--- src/md_defs.svh ---
`ifndef MD_DEFS_SVH
`define MD_DEFS_SVH

// Operand and result width of the whole coprocessor
`define MD_WIDTH 32

// Width of the tag that travels with each operation
`define MD_TAG_BITS 3

// Two bits per cycle in both radix-4 units
`define MD_ITER (`MD_WIDTH / 2)

`endif
--- src/md_pkg.sv ---
`include "md_defs.svh"

package md_pkg;

	// RV32M funct3 order, bit 2 set for the divide group
	typedef enum logic [2:0] {
		OP_MUL    = 3'd0,
		OP_MULH   = 3'd1,
		OP_MULHSU = 3'd2,
		OP_MULHU  = 3'd3,
		OP_DIV    = 3'd4,
		OP_DIVU   = 3'd5,
		OP_REM    = 3'd6,
		OP_REMU   = 3'd7
	} md_op_e;

	// Sequencing shared by both iterative units
	typedef enum logic [1:0] {
		IDLE = 2'd0,
		RUN  = 2'd1,
		DONE = 2'd2,
		HOLD = 2'd3
	} md_unit_e;

	typedef struct packed {
		md_op_e                  op;
		logic [`MD_TAG_BITS-1:0] tag;
		logic [`MD_WIDTH-1:0]    a;
		logic [`MD_WIDTH-1:0]    b;
	} md_req_t;

	typedef struct packed {
		logic [`MD_TAG_BITS-1:0] tag;
		logic [`MD_WIDTH-1:0]    value;
	} md_result_t;

endpackage

--- src/md_unit.sv ---
`timescale 1ns/1ps

module md_unit (
	input  logic               CLK,
	input  logic               nRST,
	input  logic               issue,
	input  md_pkg::md_req_t    req,
	output logic               mul_busy,
	output logic               div_busy,
	output logic               wb_valid,
	output md_pkg::md_result_t wb
);
	logic               mul_start, div_start;
	logic               mul_taken, div_taken;
	logic               mul_finished, div_finished;
	md_pkg::md_req_t    unit_req;
	md_pkg::md_result_t mul_result, div_result;

	md_dispatch dispatch_inst (
		.CLK(CLK), .nRST(nRST), .issue(issue), .req(req),
		.mul_start(mul_start), .div_start(div_start), .unit_req(unit_req),
		.mul_taken(mul_taken), .div_taken(div_taken),
		.mul_busy(mul_busy), .div_busy(div_busy)
	);

	radix4_multiplier mul_inst (
		.CLK(CLK), .nRST(nRST), .start(mul_start), .req(unit_req),
		.taken(mul_taken), .finished(mul_finished), .result(mul_result)
	);

	radix4_divider div_inst (
		.CLK(CLK), .nRST(nRST), .start(div_start), .req(unit_req),
		.taken(div_taken), .finished(div_finished), .result(div_result)
	);

	wb_arbiter arbiter_inst (
		.CLK(CLK), .nRST(nRST),
		.mul_finished(mul_finished), .mul_result(mul_result),
		.div_finished(div_finished), .div_result(div_result),
		.mul_taken(mul_taken), .div_taken(div_taken),
		.wb_valid(wb_valid), .wb(wb)
	);

endmodule

--- src/wb_arbiter.sv ---
`timescale 1ns/1ps

module wb_arbiter (
	input  logic               CLK,
	input  logic               nRST,
	input  logic               mul_finished,
	input  md_pkg::md_result_t mul_result,
	input  logic               div_finished,
	input  md_pkg::md_result_t div_result,
	output logic               mul_taken,
	output logic               div_taken,
	output logic               wb_valid,
	output md_pkg::md_result_t wb
);
	logic mul_elig, div_elig;
	logic grant_any, grant_div;
	logic last_div;

	// A unit still shows finished in the cycle its taken is high
	assign mul_elig = mul_finished & ~mul_taken;
	assign div_elig = div_finished & ~div_taken;

	// On a tie the unit not granted last time wins
	assign grant_any = mul_elig | div_elig;
	assign grant_div = div_elig & (~mul_elig | ~last_div);

	// ~~~~~~~~~~~~~~~~~~~~~~~~~~~~~~~~~~~~~~~~~~~~~~~~~~~~~~~~~~~~~~~~~~~~~~
	always_ff @(posedge CLK, negedge nRST) begin
		if (!nRST) begin
			wb_valid  <= 1'b0;
			mul_taken <= 1'b0;
			div_taken <= 1'b0;
			last_div  <= 1'b0;
		end else begin
			wb_valid  <= grant_any;
			div_taken <= grant_div;
			mul_taken <= grant_any & ~grant_div;
			if (grant_any)
				last_div <= grant_div;
		end
	end

	// Bus payload
	always_ff @(posedge CLK) begin
		if (grant_any) begin
			if (grant_div)
				wb <= div_result;
			else
				wb <= mul_result;
		end
	end

	// A unit holds its result until it sees its taken pulse
	a_mul_taken_finished: assert property (@(posedge CLK) disable iff (!nRST)
		mul_taken |-> mul_finished);

	a_div_taken_finished: assert property (@(posedge CLK) disable iff (!nRST)
		div_taken |-> div_finished);

endmodule

--- src/radix4_multiplier.sv ---
`timescale 1ns/1ps
`include "md_defs.svh"

module radix4_multiplier (
	input  logic               CLK,
	input  logic               nRST,
	input  logic               start,
	input  md_pkg::md_req_t    req,
	input  logic               taken,
	output logic               finished,
	output md_pkg::md_result_t result
);
	localparam int W  = `MD_WIDTH;
	localparam int CW = $clog2(`MD_ITER + 1);

	md_pkg::md_unit_e        state;
	md_pkg::md_op_e          op;
	logic [`MD_TAG_BITS-1:0] tag;
	logic [CW-1:0]           count;
	logic                    a_signed, b_signed;
	logic [W:0]              a_ext, b_ext;
	logic [2*W+1:0]          acc, mcand, mcand_x3, addend, product;
	logic [W-1:0]            mplier;
	logic                    neg_mplier;

	assign a_signed = (req.op == md_pkg::OP_MULH) || (req.op == md_pkg::OP_MULHSU);
	assign b_signed = (req.op == md_pkg::OP_MULH);
	assign a_ext    = {a_signed & req.a[W-1], req.a};
	assign b_ext    = {b_signed & req.b[W-1], req.b};
	assign finished = (state == md_pkg::HOLD);

	// ~~~~~~~~~~~~~~~~~~~~~~~~~~~~~~~~~~~~~~~~~~~~~~~~~~~~~~~~~~~~~~~~~~~~~~
	// Multiplicand moves left two places per step, so the low multiplier pair
	// always picks 0, 1, 2 or 3 times the current weight
	assign mcand_x3 = (mcand << 1) + mcand;

	always_comb begin
		case (mplier[1:0])
			2'd0: addend = '0;
			2'd1: addend = mcand;
			2'd2: addend = mcand << 1;
			default: addend = mcand_x3;
		endcase
	end

	// After the last step mcand is the multiplicand at weight 2^W, which is
	// exactly the term a negative 33-bit multiplier owes
	assign product = neg_mplier ? (acc - mcand) : acc;

	// ~~~~~~~~~~~~~~~~~~~~~~~~~~~~~~~~~~~~~~~~~~~~~~~~~~~~~~~~~~~~~~~~~~~~~~
	always_ff @(posedge CLK, negedge nRST) begin
		if (!nRST) begin
			state <= md_pkg::IDLE;
			count <= '0;
		end else begin
			case (state)
				md_pkg::IDLE: begin
					if (start) begin
						state <= md_pkg::RUN;
						count <= CW'(`MD_ITER);
					end
				end
				md_pkg::RUN: begin
					count <= count - 1'b1;
					if (count == CW'(1))
						state <= md_pkg::DONE;
				end
				md_pkg::DONE: state <= md_pkg::HOLD;
				md_pkg::HOLD: begin
					if (taken)
						state <= md_pkg::IDLE;
				end
				default: state <= md_pkg::IDLE;
			endcase
		end
	end

	always_ff @(posedge CLK) begin
		if (state == md_pkg::IDLE && start) begin
			op         <= req.op;
			tag        <= req.tag;
			mcand      <= {{(W+1){a_ext[W]}}, a_ext};
			mplier     <= b_ext[W-1:0];
			neg_mplier <= b_ext[W];
			acc        <= '0;
		end else if (state == md_pkg::RUN) begin
			acc    <= acc + addend;
			mcand  <= mcand << 2;
			mplier <= mplier >> 2;
		end else if (state == md_pkg::DONE) begin
			result.tag <= tag;
			if (op == md_pkg::OP_MUL)
				result.value <= product[W-1:0];
			else
				result.value <= product[2*W-1:W];
		end
	end

endmodule

--- src/radix4_divider.sv ---
`timescale 1ns/1ps
`include "md_defs.svh"

module radix4_divider (
	input  logic               CLK,
	input  logic               nRST,
	input  logic               start,
	input  md_pkg::md_req_t    req,
	input  logic               taken,
	output logic               finished,
	output md_pkg::md_result_t result
);
	localparam int W  = `MD_WIDTH;
	localparam int CW = $clog2(`MD_ITER + 1);

	md_pkg::md_unit_e        state;
	md_pkg::md_op_e          op;
	logic [`MD_TAG_BITS-1:0] tag;
	logic [W-1:0]            quotient, remainder, divisor;
	logic [CW-1:0]           count;
	logic                    neg_quotient, neg_remainder, div_zero, overflow;
	logic                    is_signed, a_neg, b_neg;
	logic [W+1:0]            shifted;
	logic [W+2:0]            divisor_x2, divisor_x3, diff1, diff2, diff3;
	logic [W-1:0]            next_quotient, next_remainder;
	logic [W-1:0]            fixed_quotient, fixed_remainder;

	assign is_signed = (req.op == md_pkg::OP_DIV) || (req.op == md_pkg::OP_REM);
	assign a_neg     = is_signed & req.a[W-1];
	assign b_neg     = is_signed & req.b[W-1];
	assign finished  = (state == md_pkg::HOLD);

	// ~~~~~~~~~~~~~~~~~~~~~~~~~~~~~~~~~~~~~~~~~~~~~~~~~~~~~~~~~~~~~~~~~~~~~~
	// One radix-4 step, two dividend bits per cycle
	assign shifted    = {remainder, quotient[W-1:W-2]};
	assign divisor_x2 = {2'b00, divisor, 1'b0};
	assign divisor_x3 = divisor_x2 + {3'b000, divisor};
	assign diff1      = {1'b0, shifted} - {3'b000, divisor};
	assign diff2      = {1'b0, shifted} - divisor_x2;
	assign diff3      = {1'b0, shifted} - divisor_x3;

	always_comb begin
		if (diff1[W+2]) begin
			next_remainder = shifted[W-1:0];
			next_quotient  = {quotient[W-3:0], 2'd0};
		end else if (diff2[W+2]) begin
			next_remainder = diff1[W-1:0];
			next_quotient  = {quotient[W-3:0], 2'd1};
		end else if (diff3[W+2]) begin
			next_remainder = diff2[W-1:0];
			next_quotient  = {quotient[W-3:0], 2'd2};
		end else begin
			next_remainder = diff3[W-1:0];
			next_quotient  = {quotient[W-3:0], 2'd3};
		end
	end

	// Sign fix-up and RV32M corner cases
	// with a zero divisor the remainder register ends up holding the dividend magnitude
	always_comb begin
		fixed_quotient  = neg_quotient ? (~quotient + 1'b1) : quotient;
		fixed_remainder = neg_remainder ? (~remainder + 1'b1) : remainder;
		if (div_zero)
			fixed_quotient = '1;
		if (overflow) begin
			fixed_quotient  = {1'b1, {(W-1){1'b0}}};
			fixed_remainder = '0;
		end
	end

	// ~~~~~~~~~~~~~~~~~~~~~~~~~~~~~~~~~~~~~~~~~~~~~~~~~~~~~~~~~~~~~~~~~~~~~~
	always_ff @(posedge CLK, negedge nRST) begin
		if (!nRST) begin
			state <= md_pkg::IDLE;
			count <= '0;
		end else begin
			case (state)
				md_pkg::IDLE: begin
					if (start) begin
						state <= md_pkg::RUN;
						count <= CW'(`MD_ITER);
					end
				end
				md_pkg::RUN: begin
					count <= count - 1'b1;
					if (count == CW'(1))
						state <= md_pkg::DONE;
				end
				md_pkg::DONE: state <= md_pkg::HOLD;
				md_pkg::HOLD: begin
					if (taken)
						state <= md_pkg::IDLE;
				end
				default: state <= md_pkg::IDLE;
			endcase
		end
	end

	always_ff @(posedge CLK) begin
		if (state == md_pkg::IDLE && start) begin
			op            <= req.op;
			tag           <= req.tag;
			quotient      <= a_neg ? (~req.a + 1'b1) : req.a;
			divisor       <= b_neg ? (~req.b + 1'b1) : req.b;
			remainder     <= '0;
			neg_quotient  <= a_neg ^ b_neg;
			neg_remainder <= a_neg;
			div_zero      <= (req.b == '0);
			overflow      <= is_signed && (req.a == {1'b1, {(W-1){1'b0}}}) && (req.b == '1);
		end else if (state == md_pkg::RUN) begin
			quotient  <= next_quotient;
			remainder <= next_remainder;
		end else if (state == md_pkg::DONE) begin
			result.tag <= tag;
			if (op == md_pkg::OP_REM || op == md_pkg::OP_REMU)
				result.value <= fixed_remainder;
			else
				result.value <= fixed_quotient;
		end
	end

	// A result only appears a fixed latency after a start
	a_finish_after_start: assert property (@(posedge CLK) disable iff (!nRST)
		$rose(finished) |-> $past(start, `MD_ITER + 2));

endmodule

--- src/md_dispatch.sv ---
`timescale 1ns/1ps

module md_dispatch (
	input  logic            CLK,
	input  logic            nRST,
	input  logic            issue,
	input  md_pkg::md_req_t req,
	output logic            mul_start,
	output logic            div_start,
	output md_pkg::md_req_t unit_req,
	input  logic            mul_taken,
	input  logic            div_taken,
	output logic            mul_busy,
	output logic            div_busy
);
	logic is_div;

	// Divide group is DIV, DIVU, REM, REMU
	assign is_div = req.op inside {md_pkg::OP_DIV, md_pkg::OP_DIVU,
		md_pkg::OP_REM, md_pkg::OP_REMU};

	// Issue to a busy unit is dropped
	assign mul_start = issue & ~is_div & ~mul_busy;
	assign div_start = issue & is_div & ~div_busy;

	// Both units latch the request only on their own start
	assign unit_req = req;

	// ~~~~~~~~~~~~~~~~~~~~~~~~~~~~~~~~~~~~~~~~~~~~~~~~~~~~~~~~~~~~~~~~~~~~~~
	// Busy runs from start until the arbiter takes the result
	always_ff @(posedge CLK, negedge nRST) begin
		if (!nRST) begin
			mul_busy <= 1'b0;
			div_busy <= 1'b0;
		end else begin
			if (mul_start)
				mul_busy <= 1'b1;
			else if (mul_taken)
				mul_busy <= 1'b0;
			if (div_start)
				div_busy <= 1'b1;
			else if (div_taken)
				div_busy <= 1'b0;
		end
	end

	a_no_issue_to_busy: assert property (@(posedge CLK) disable iff (!nRST)
		issue |-> !(is_div ? div_busy : mul_busy));

endmodule

--- config.mk ---
export PLATFORM = sky130hd
export DESIGN_NAME = md_unit
export DESIGN_NICKNAME = d
export VERILOG_FILES = /design/src/md_pkg.sv /design/src/md_unit.sv /design/src/wb_arbiter.sv /design/src/radix4_multiplier.sv /design/src/radix4_divider.sv /design/src/md_dispatch.sv
export VERILOG_INCLUDE_DIRS = /design/src
export SDC_FILE = /design/constraint.sdc
export NUM_CORES = 2
export LEC_CHECK = 0
export BUFFER_PORTS_ARGS = -buffer_cell sky130_fd_sc_hd__clkbuf_2
export CAP_MARGIN = 30
export CORE_UTILIZATION = 40
export DETAILED_ROUTE_END_ITERATION = 12
export HOLD_SLACK_MARGIN = 0.1
export PLACE_DENSITY = 0.54
export SYNTH_ARGS = -nofsm -noshare
export SYNTH_HDL_FRONTEND = slang
export SYNTH_HIERARCHICAL = 1
export SYNTH_SLANG_ARGS = --single-unit
--- constraint.sdc ---
create_clock -name CLK -period 12.8 [get_ports CLK]
set_input_delay 1.28 -clock CLK [delete_from_list [all_inputs] [get_ports CLK]]
set_output_delay 1.28 -clock CLK [all_outputs]
set_load 0.05 [all_outputs]
==> flow_summary.html <==
<table>
<tr><th>Metric</th><th>Value</th></tr>
<tr><th colspan="2">Timing</th></tr>
<tr><td>Worst slew pin tran</td><td>1010 ps</td></tr>
<tr><td>Final total negative setup slack</td><td>0 ps</td></tr>
<tr><td>Number of pins with negative max-slew slack in the final report</td><td>0</td></tr>
<tr><td>Worst slew margin</td><td>32.5%</td></tr>
<tr><td>Share of the clock period used by the worst path</td><td>48.7%</td></tr>
<tr><td>Final setup fails</td><td>0</td></tr>
<tr><td>Worst hold slack across all endpoints</td><td>385 ps</td></tr>
<tr><td>Max Fclk</td><td>160 MHz</td></tr>
<tr><td>Setup Skew</td><td>38.3 ps</td></tr>
<tr><td>Unrepaired setup endpoints after global routing</td><td>false</td></tr>
<tr><td>Setup slack after layout</td><td>6560 ps</td></tr>
<tr><td>Minimum clock period</td><td>6240 ps</td></tr>
<tr><td>Final Hold Viols</td><td>0</td></tr>
<tr><th colspan="2">Synth</th></tr>
<tr><td>Area of the mapped netlist</td><td>0.0382 mm²</td></tr>
<tr><td>Most used DFF post-synth</td><td>edfxtp_1</td></tr>
<tr><td>EDFF count, synth</td><td>281</td></tr>
<tr><td>Fraction of registers with async set or reset after synthesis</td><td>5.04%</td></tr>
<tr><td>Syn Inst Count</td><td>4,516</td></tr>
<tr><td>Yosys warning total</td><td>6</td></tr>
<tr><td>Sequential area share after synthesis</td><td>28.4%</td></tr>
<tr><td>Post-Syn Nets</td><td>4,939</td></tr>
<tr><td>Average cell area after synthesis</td><td>8.46 µm²</td></tr>
<tr><td>Netlist cell types</td><td>114</td></tr>
<tr><td>Number of synthesized register bits</td><td>397</td></tr>
<tr><th colspan="2">Layout</th></tr>
<tr><td>Number of fill cells</td><td>9,424</td></tr>
<tr><td>Final net count</td><td>4,866</td></tr>
<tr><td>Antenna diodes</td><td>0</td></tr>
<tr><td>Commonest cells after routing, fill and taps aside</td><td>nand2_1, a21oi_1, o21ai_0</td></tr>
<tr><td>Final core utilization</td><td>43.8%</td></tr>
<tr><td>Proportion of layout cells with a drive suffix above 1</td><td>7.98%</td></tr>
<tr><td>Most common library cell in the layout ignoring fill and taps</td><td>nand2_1</td></tr>
<tr><td>Area growth syn-to-layout</td><td>7.76%</td></tr>
<tr><th colspan="2">GRT</th></tr>
<tr><td>Number of global-route vias before repair</td><td>32,100</td></tr>
<tr><td>Total overflow reported by the global router</td><td>0</td></tr>
<tr><td>Overall global routing resource usage</td><td>27.1%</td></tr>
<tr><td>Initial antenna violation count</td><td>5</td></tr>
<tr><td>First-pass GRT wire length</td><td>203,000 µm</td></tr>
<tr><td>Maximum number of pins on one net before global-route repair</td><td>74</td></tr>
<tr><th colspan="2">Clock network</th></tr>
<tr><td>Maximum buffer depth of the clock tree</td><td>3</td></tr>
<tr><td>Setup Buffers After CTS</td><td>0</td></tr>
<tr><td>Number of levels in the clock H-tree</td><td>2</td></tr>
<tr><td>Root buffer selected by CTS</td><td>clkbuf_16</td></tr>
<tr><td>Number of buffers created by CTS</td><td>50</td></tr>
<tr><td>Resized cells post-CTS</td><td>0</td></tr>
<tr><td>CTS tree</td><td>yes</td></tr>
<tr><td>Worst skew pair latency</td><td>650 ps</td></tr>
<tr><td>Post-cts hold buffer count</td><td>0</td></tr>
<tr><td>Number of sinks handled by clock tree synthesis</td><td>397</td></tr>
<tr><td>Worst-path clk slew</td><td>70 ps</td></tr>
<tr><th colspan="2">Placed design</th></tr>
<tr><td>DPL Wire Length</td><td>107,000 µm</td></tr>
<tr><td>Worst setup slack before clock tree synthesis</td><td>6660 ps</td></tr>
<tr><td>Last weighted congestion value of the routability-driven placer</td><td>0.977</td></tr>
<tr><td>Port-buffer cells</td><td>110</td></tr>
<tr><th colspan="2">Floorplanning</th></tr>
<tr><td>Die Outline Area</td><td>0.0968 mm²</td></tr>
<tr><td>Ports placed on the boundary</td><td>111</td></tr>
<tr><td>Starting density of the core</td><td>40.6%</td></tr>
<tr><td>Total core area</td><td>0.0940 mm²</td></tr>
<tr><td>Standard-cell rows</td><td>112</td></tr>
<tr><td>Floorplan die height</td><td>311 µm</td></tr>
<tr><td>Die W</td><td>311 µm</td></tr>
<tr><th colspan="2">Drt</th></tr>
<tr><td>Post-detailed-route via-to-cell ratio</td><td>6.02</td></tr>
<tr><td>Total Routed Length</td><td>134,000 µm</td></tr>
<tr><td>Post-DRT Antenna Nets</td><td>0</td></tr>
<tr><td>Number of detailed-route iterations in the first pass</td><td>6</td></tr>
<tr><td>Average detailed-routed wire length per instance</td><td>23.4 µm</td></tr>
<tr><td>Drt drc</td><td>0</td></tr>
<tr><td>1st-iter DRT viols</td><td>2,901</td></tr>
<tr><td>Vias post-DR</td><td>34,500</td></tr>
<tr><th colspan="2">Worst hold path</th></tr>
<tr><td>Endpoint of the worst hold path</td><td>div_inst/result[34]</td></tr>
<tr><td>Worst hold path stage count</td><td>0</td></tr>
<tr><td>Worst hold path class</td><td>flop to flop</td></tr>
<tr><td>Min-Delay Startpoint</td><td>div_inst/tag[2]</td></tr>
<tr><th colspan="2">Setup path</th></tr>
<tr><td>CP Data Arrival Time</td><td>6800 ps</td></tr>
<tr><td>Worst reg2reg path startpoint</td><td>mul_inst/mcand[3]</td></tr>
<tr><td>Critical-path maximum fanout</td><td>6</td></tr>
<tr><td>Setup slack of the most critical reg-to-reg path</td><td>6560 ps</td></tr>
<tr><td>Category of the critical setup timing path</td><td>flop to flop</td></tr>
<tr><td>CP endpoint kind</td><td>flop</td></tr>
<tr><td>Startpoint type of the worst setup path</td><td>flop</td></tr>
<tr><td>Worst reg2reg endpoint</td><td>mul_inst/acc[63]</td></tr>
<tr><td>Crit path required time</td><td>13,360 ps</td></tr>
<tr><td>Count of cells along the worst register-to-register path</td><td>23</td></tr>
<tr><th colspan="2">Run status</th></tr>
<tr><td>Status</td><td>complete, no violations</td></tr>
<tr><th colspan="2">Run</th></tr>
<tr><td># Max-Cap Violations</td><td>0</td></tr>
</table>
## critical path, cell delays in order, from the launching register on
cell      delay, ps
edfxtp_1        470
ha_1            400
a21o_1          200
a21oi_1         170
nand4b_1        230
a41oi_2         310
o21ai_1         140
a221o_1         390
a41oi_2         320
o21ai_0         190
xor2_1          170
mux2i_1         140
o21ai_0         130
ha_1            470
nand4_1         170
or3_1           420
a2111o_1        430
a31o_1          210
nand2_1         200
nand3_1         130
a21oi_1         220
nor3_1           90
or4_1           400
a21oi_1         150
## state kept, by name (all words and copies together) (netlist names), 2 cells and up
| name | count |
|---|---|
| mul_inst/acc | 64 |
| mul_inst/mcand | 64 |
| arbiter_inst/wb | 35 |
| div_inst/result | 35 |
| mul_inst/result | 35 |
| div_inst/divisor | 32 |
| div_inst/quotient | 32 |
| div_inst/remainder | 32 |
| mul_inst/mplier | 32 |
| div_inst/count | 5 |
| mul_inst/count | 5 |
| div_inst/tag | 3 |
| mul_inst/op | 3 |
| mul_inst/tag | 3 |
| div_inst/op | 2 |
| div_inst/state | 2 |
| mul_inst/state | 2 |
## per-stage QoR
step           instance area (µm²)  cells
2_1_floorplan                38200   4516
3_3_place_gp                 39300   5640
3_5_place_dp                 39400   5644
4_1_cts                      41100   5738
5_1_grt                      41200   5739
6_report                     41200   5739
## cells in the mapped netlist (44+ instances only)
master | n | area (µm²)
o21ai_0 | 365 | 1830
o211ai_1 | 51 | 383
nand2b_1 | 44 | 275
a21o_1 | 191 | 1430
edfxtp_1 | 281 | 8440
xnor2_1 | 186 | 1630
nand4_1 | 96 | 601
nand2_1 | 517 | 1940
ha_1 | 314 | 3930
dfxtp_1 | 96 | 1920
clkbuf_1 | 179 | 672
a21oi_1 | 385 | 1930
mux2i_1 | 95 | 951
nand3_1 | 78 | 390
xor2_1 | 169 | 1480
inv_1 | 202 | 758
buf_4 | 70 | 526
nor2_1 | 289 | 1080
a221oi_1 | 45 | 394
nor3_1 | 69 | 345
## worst max path at each step
stage | from | to | slack (ps)
final | mul_inst/mcand[3] | mul_inst/acc[63] | 6560
after global routing | mul_inst/mcand[3] | mul_inst/acc[63] | 6210
after CTS | mul_inst/mcand[3] | mul_inst/acc[63] | 6620
after detailed placement | mul_inst/mcand[3] | mul_inst/acc[63] | 6660
after global placement | mul_inst/mcand[3] | mul_inst/acc[63] | 6820
after floorplan | mul_inst/mcand[3] | mul_inst/acc[63] | 7620
## layer usage
metal / share of wire [%] / routed length (µm) / global-route usage, % / up-vias
li1: - / - / - / 16500
met2: 45 / 60300 / 43.1 / 1172
met5: 0.019 / 26 / 0 / -
met4: 2.7 / 3620 / 7.46 / 4
met1: 46 / 62300 / 38.8 / 16700
met3: 6.1 / 8150 / 2.62 / 180
## logic make-up after synthesis
kind of cell               Yosys count  share of synthesized area (%)
muxes                              150                           4.90
AOI/OAI and AO/OA                 1449                           24.2
buffers and inverters              481                           5.54
DFF                                397                           28.4
xor gates and xnor gates           355                           8.14
and+or+nand+nor                   1334                           16.6
adders and majority gates          350                           12.2
## cell type report
cell class	instances	area, µm²	share of cell area (%)
Clock inverter	35	442	1.07
Sequential cell	397	10900	26.4
Inverter	204	771	1.87
Tap cell	1254	1570	3.81
Timing Repair Buffer	152	916	2.22
Clock buffer	59	1320	3.20
Multi-Input combinational cell	3638	25300	61.4
Power is not shown: default switching activity piles up to over one toggle a cycle in this logic, so the estimate is an artifact.
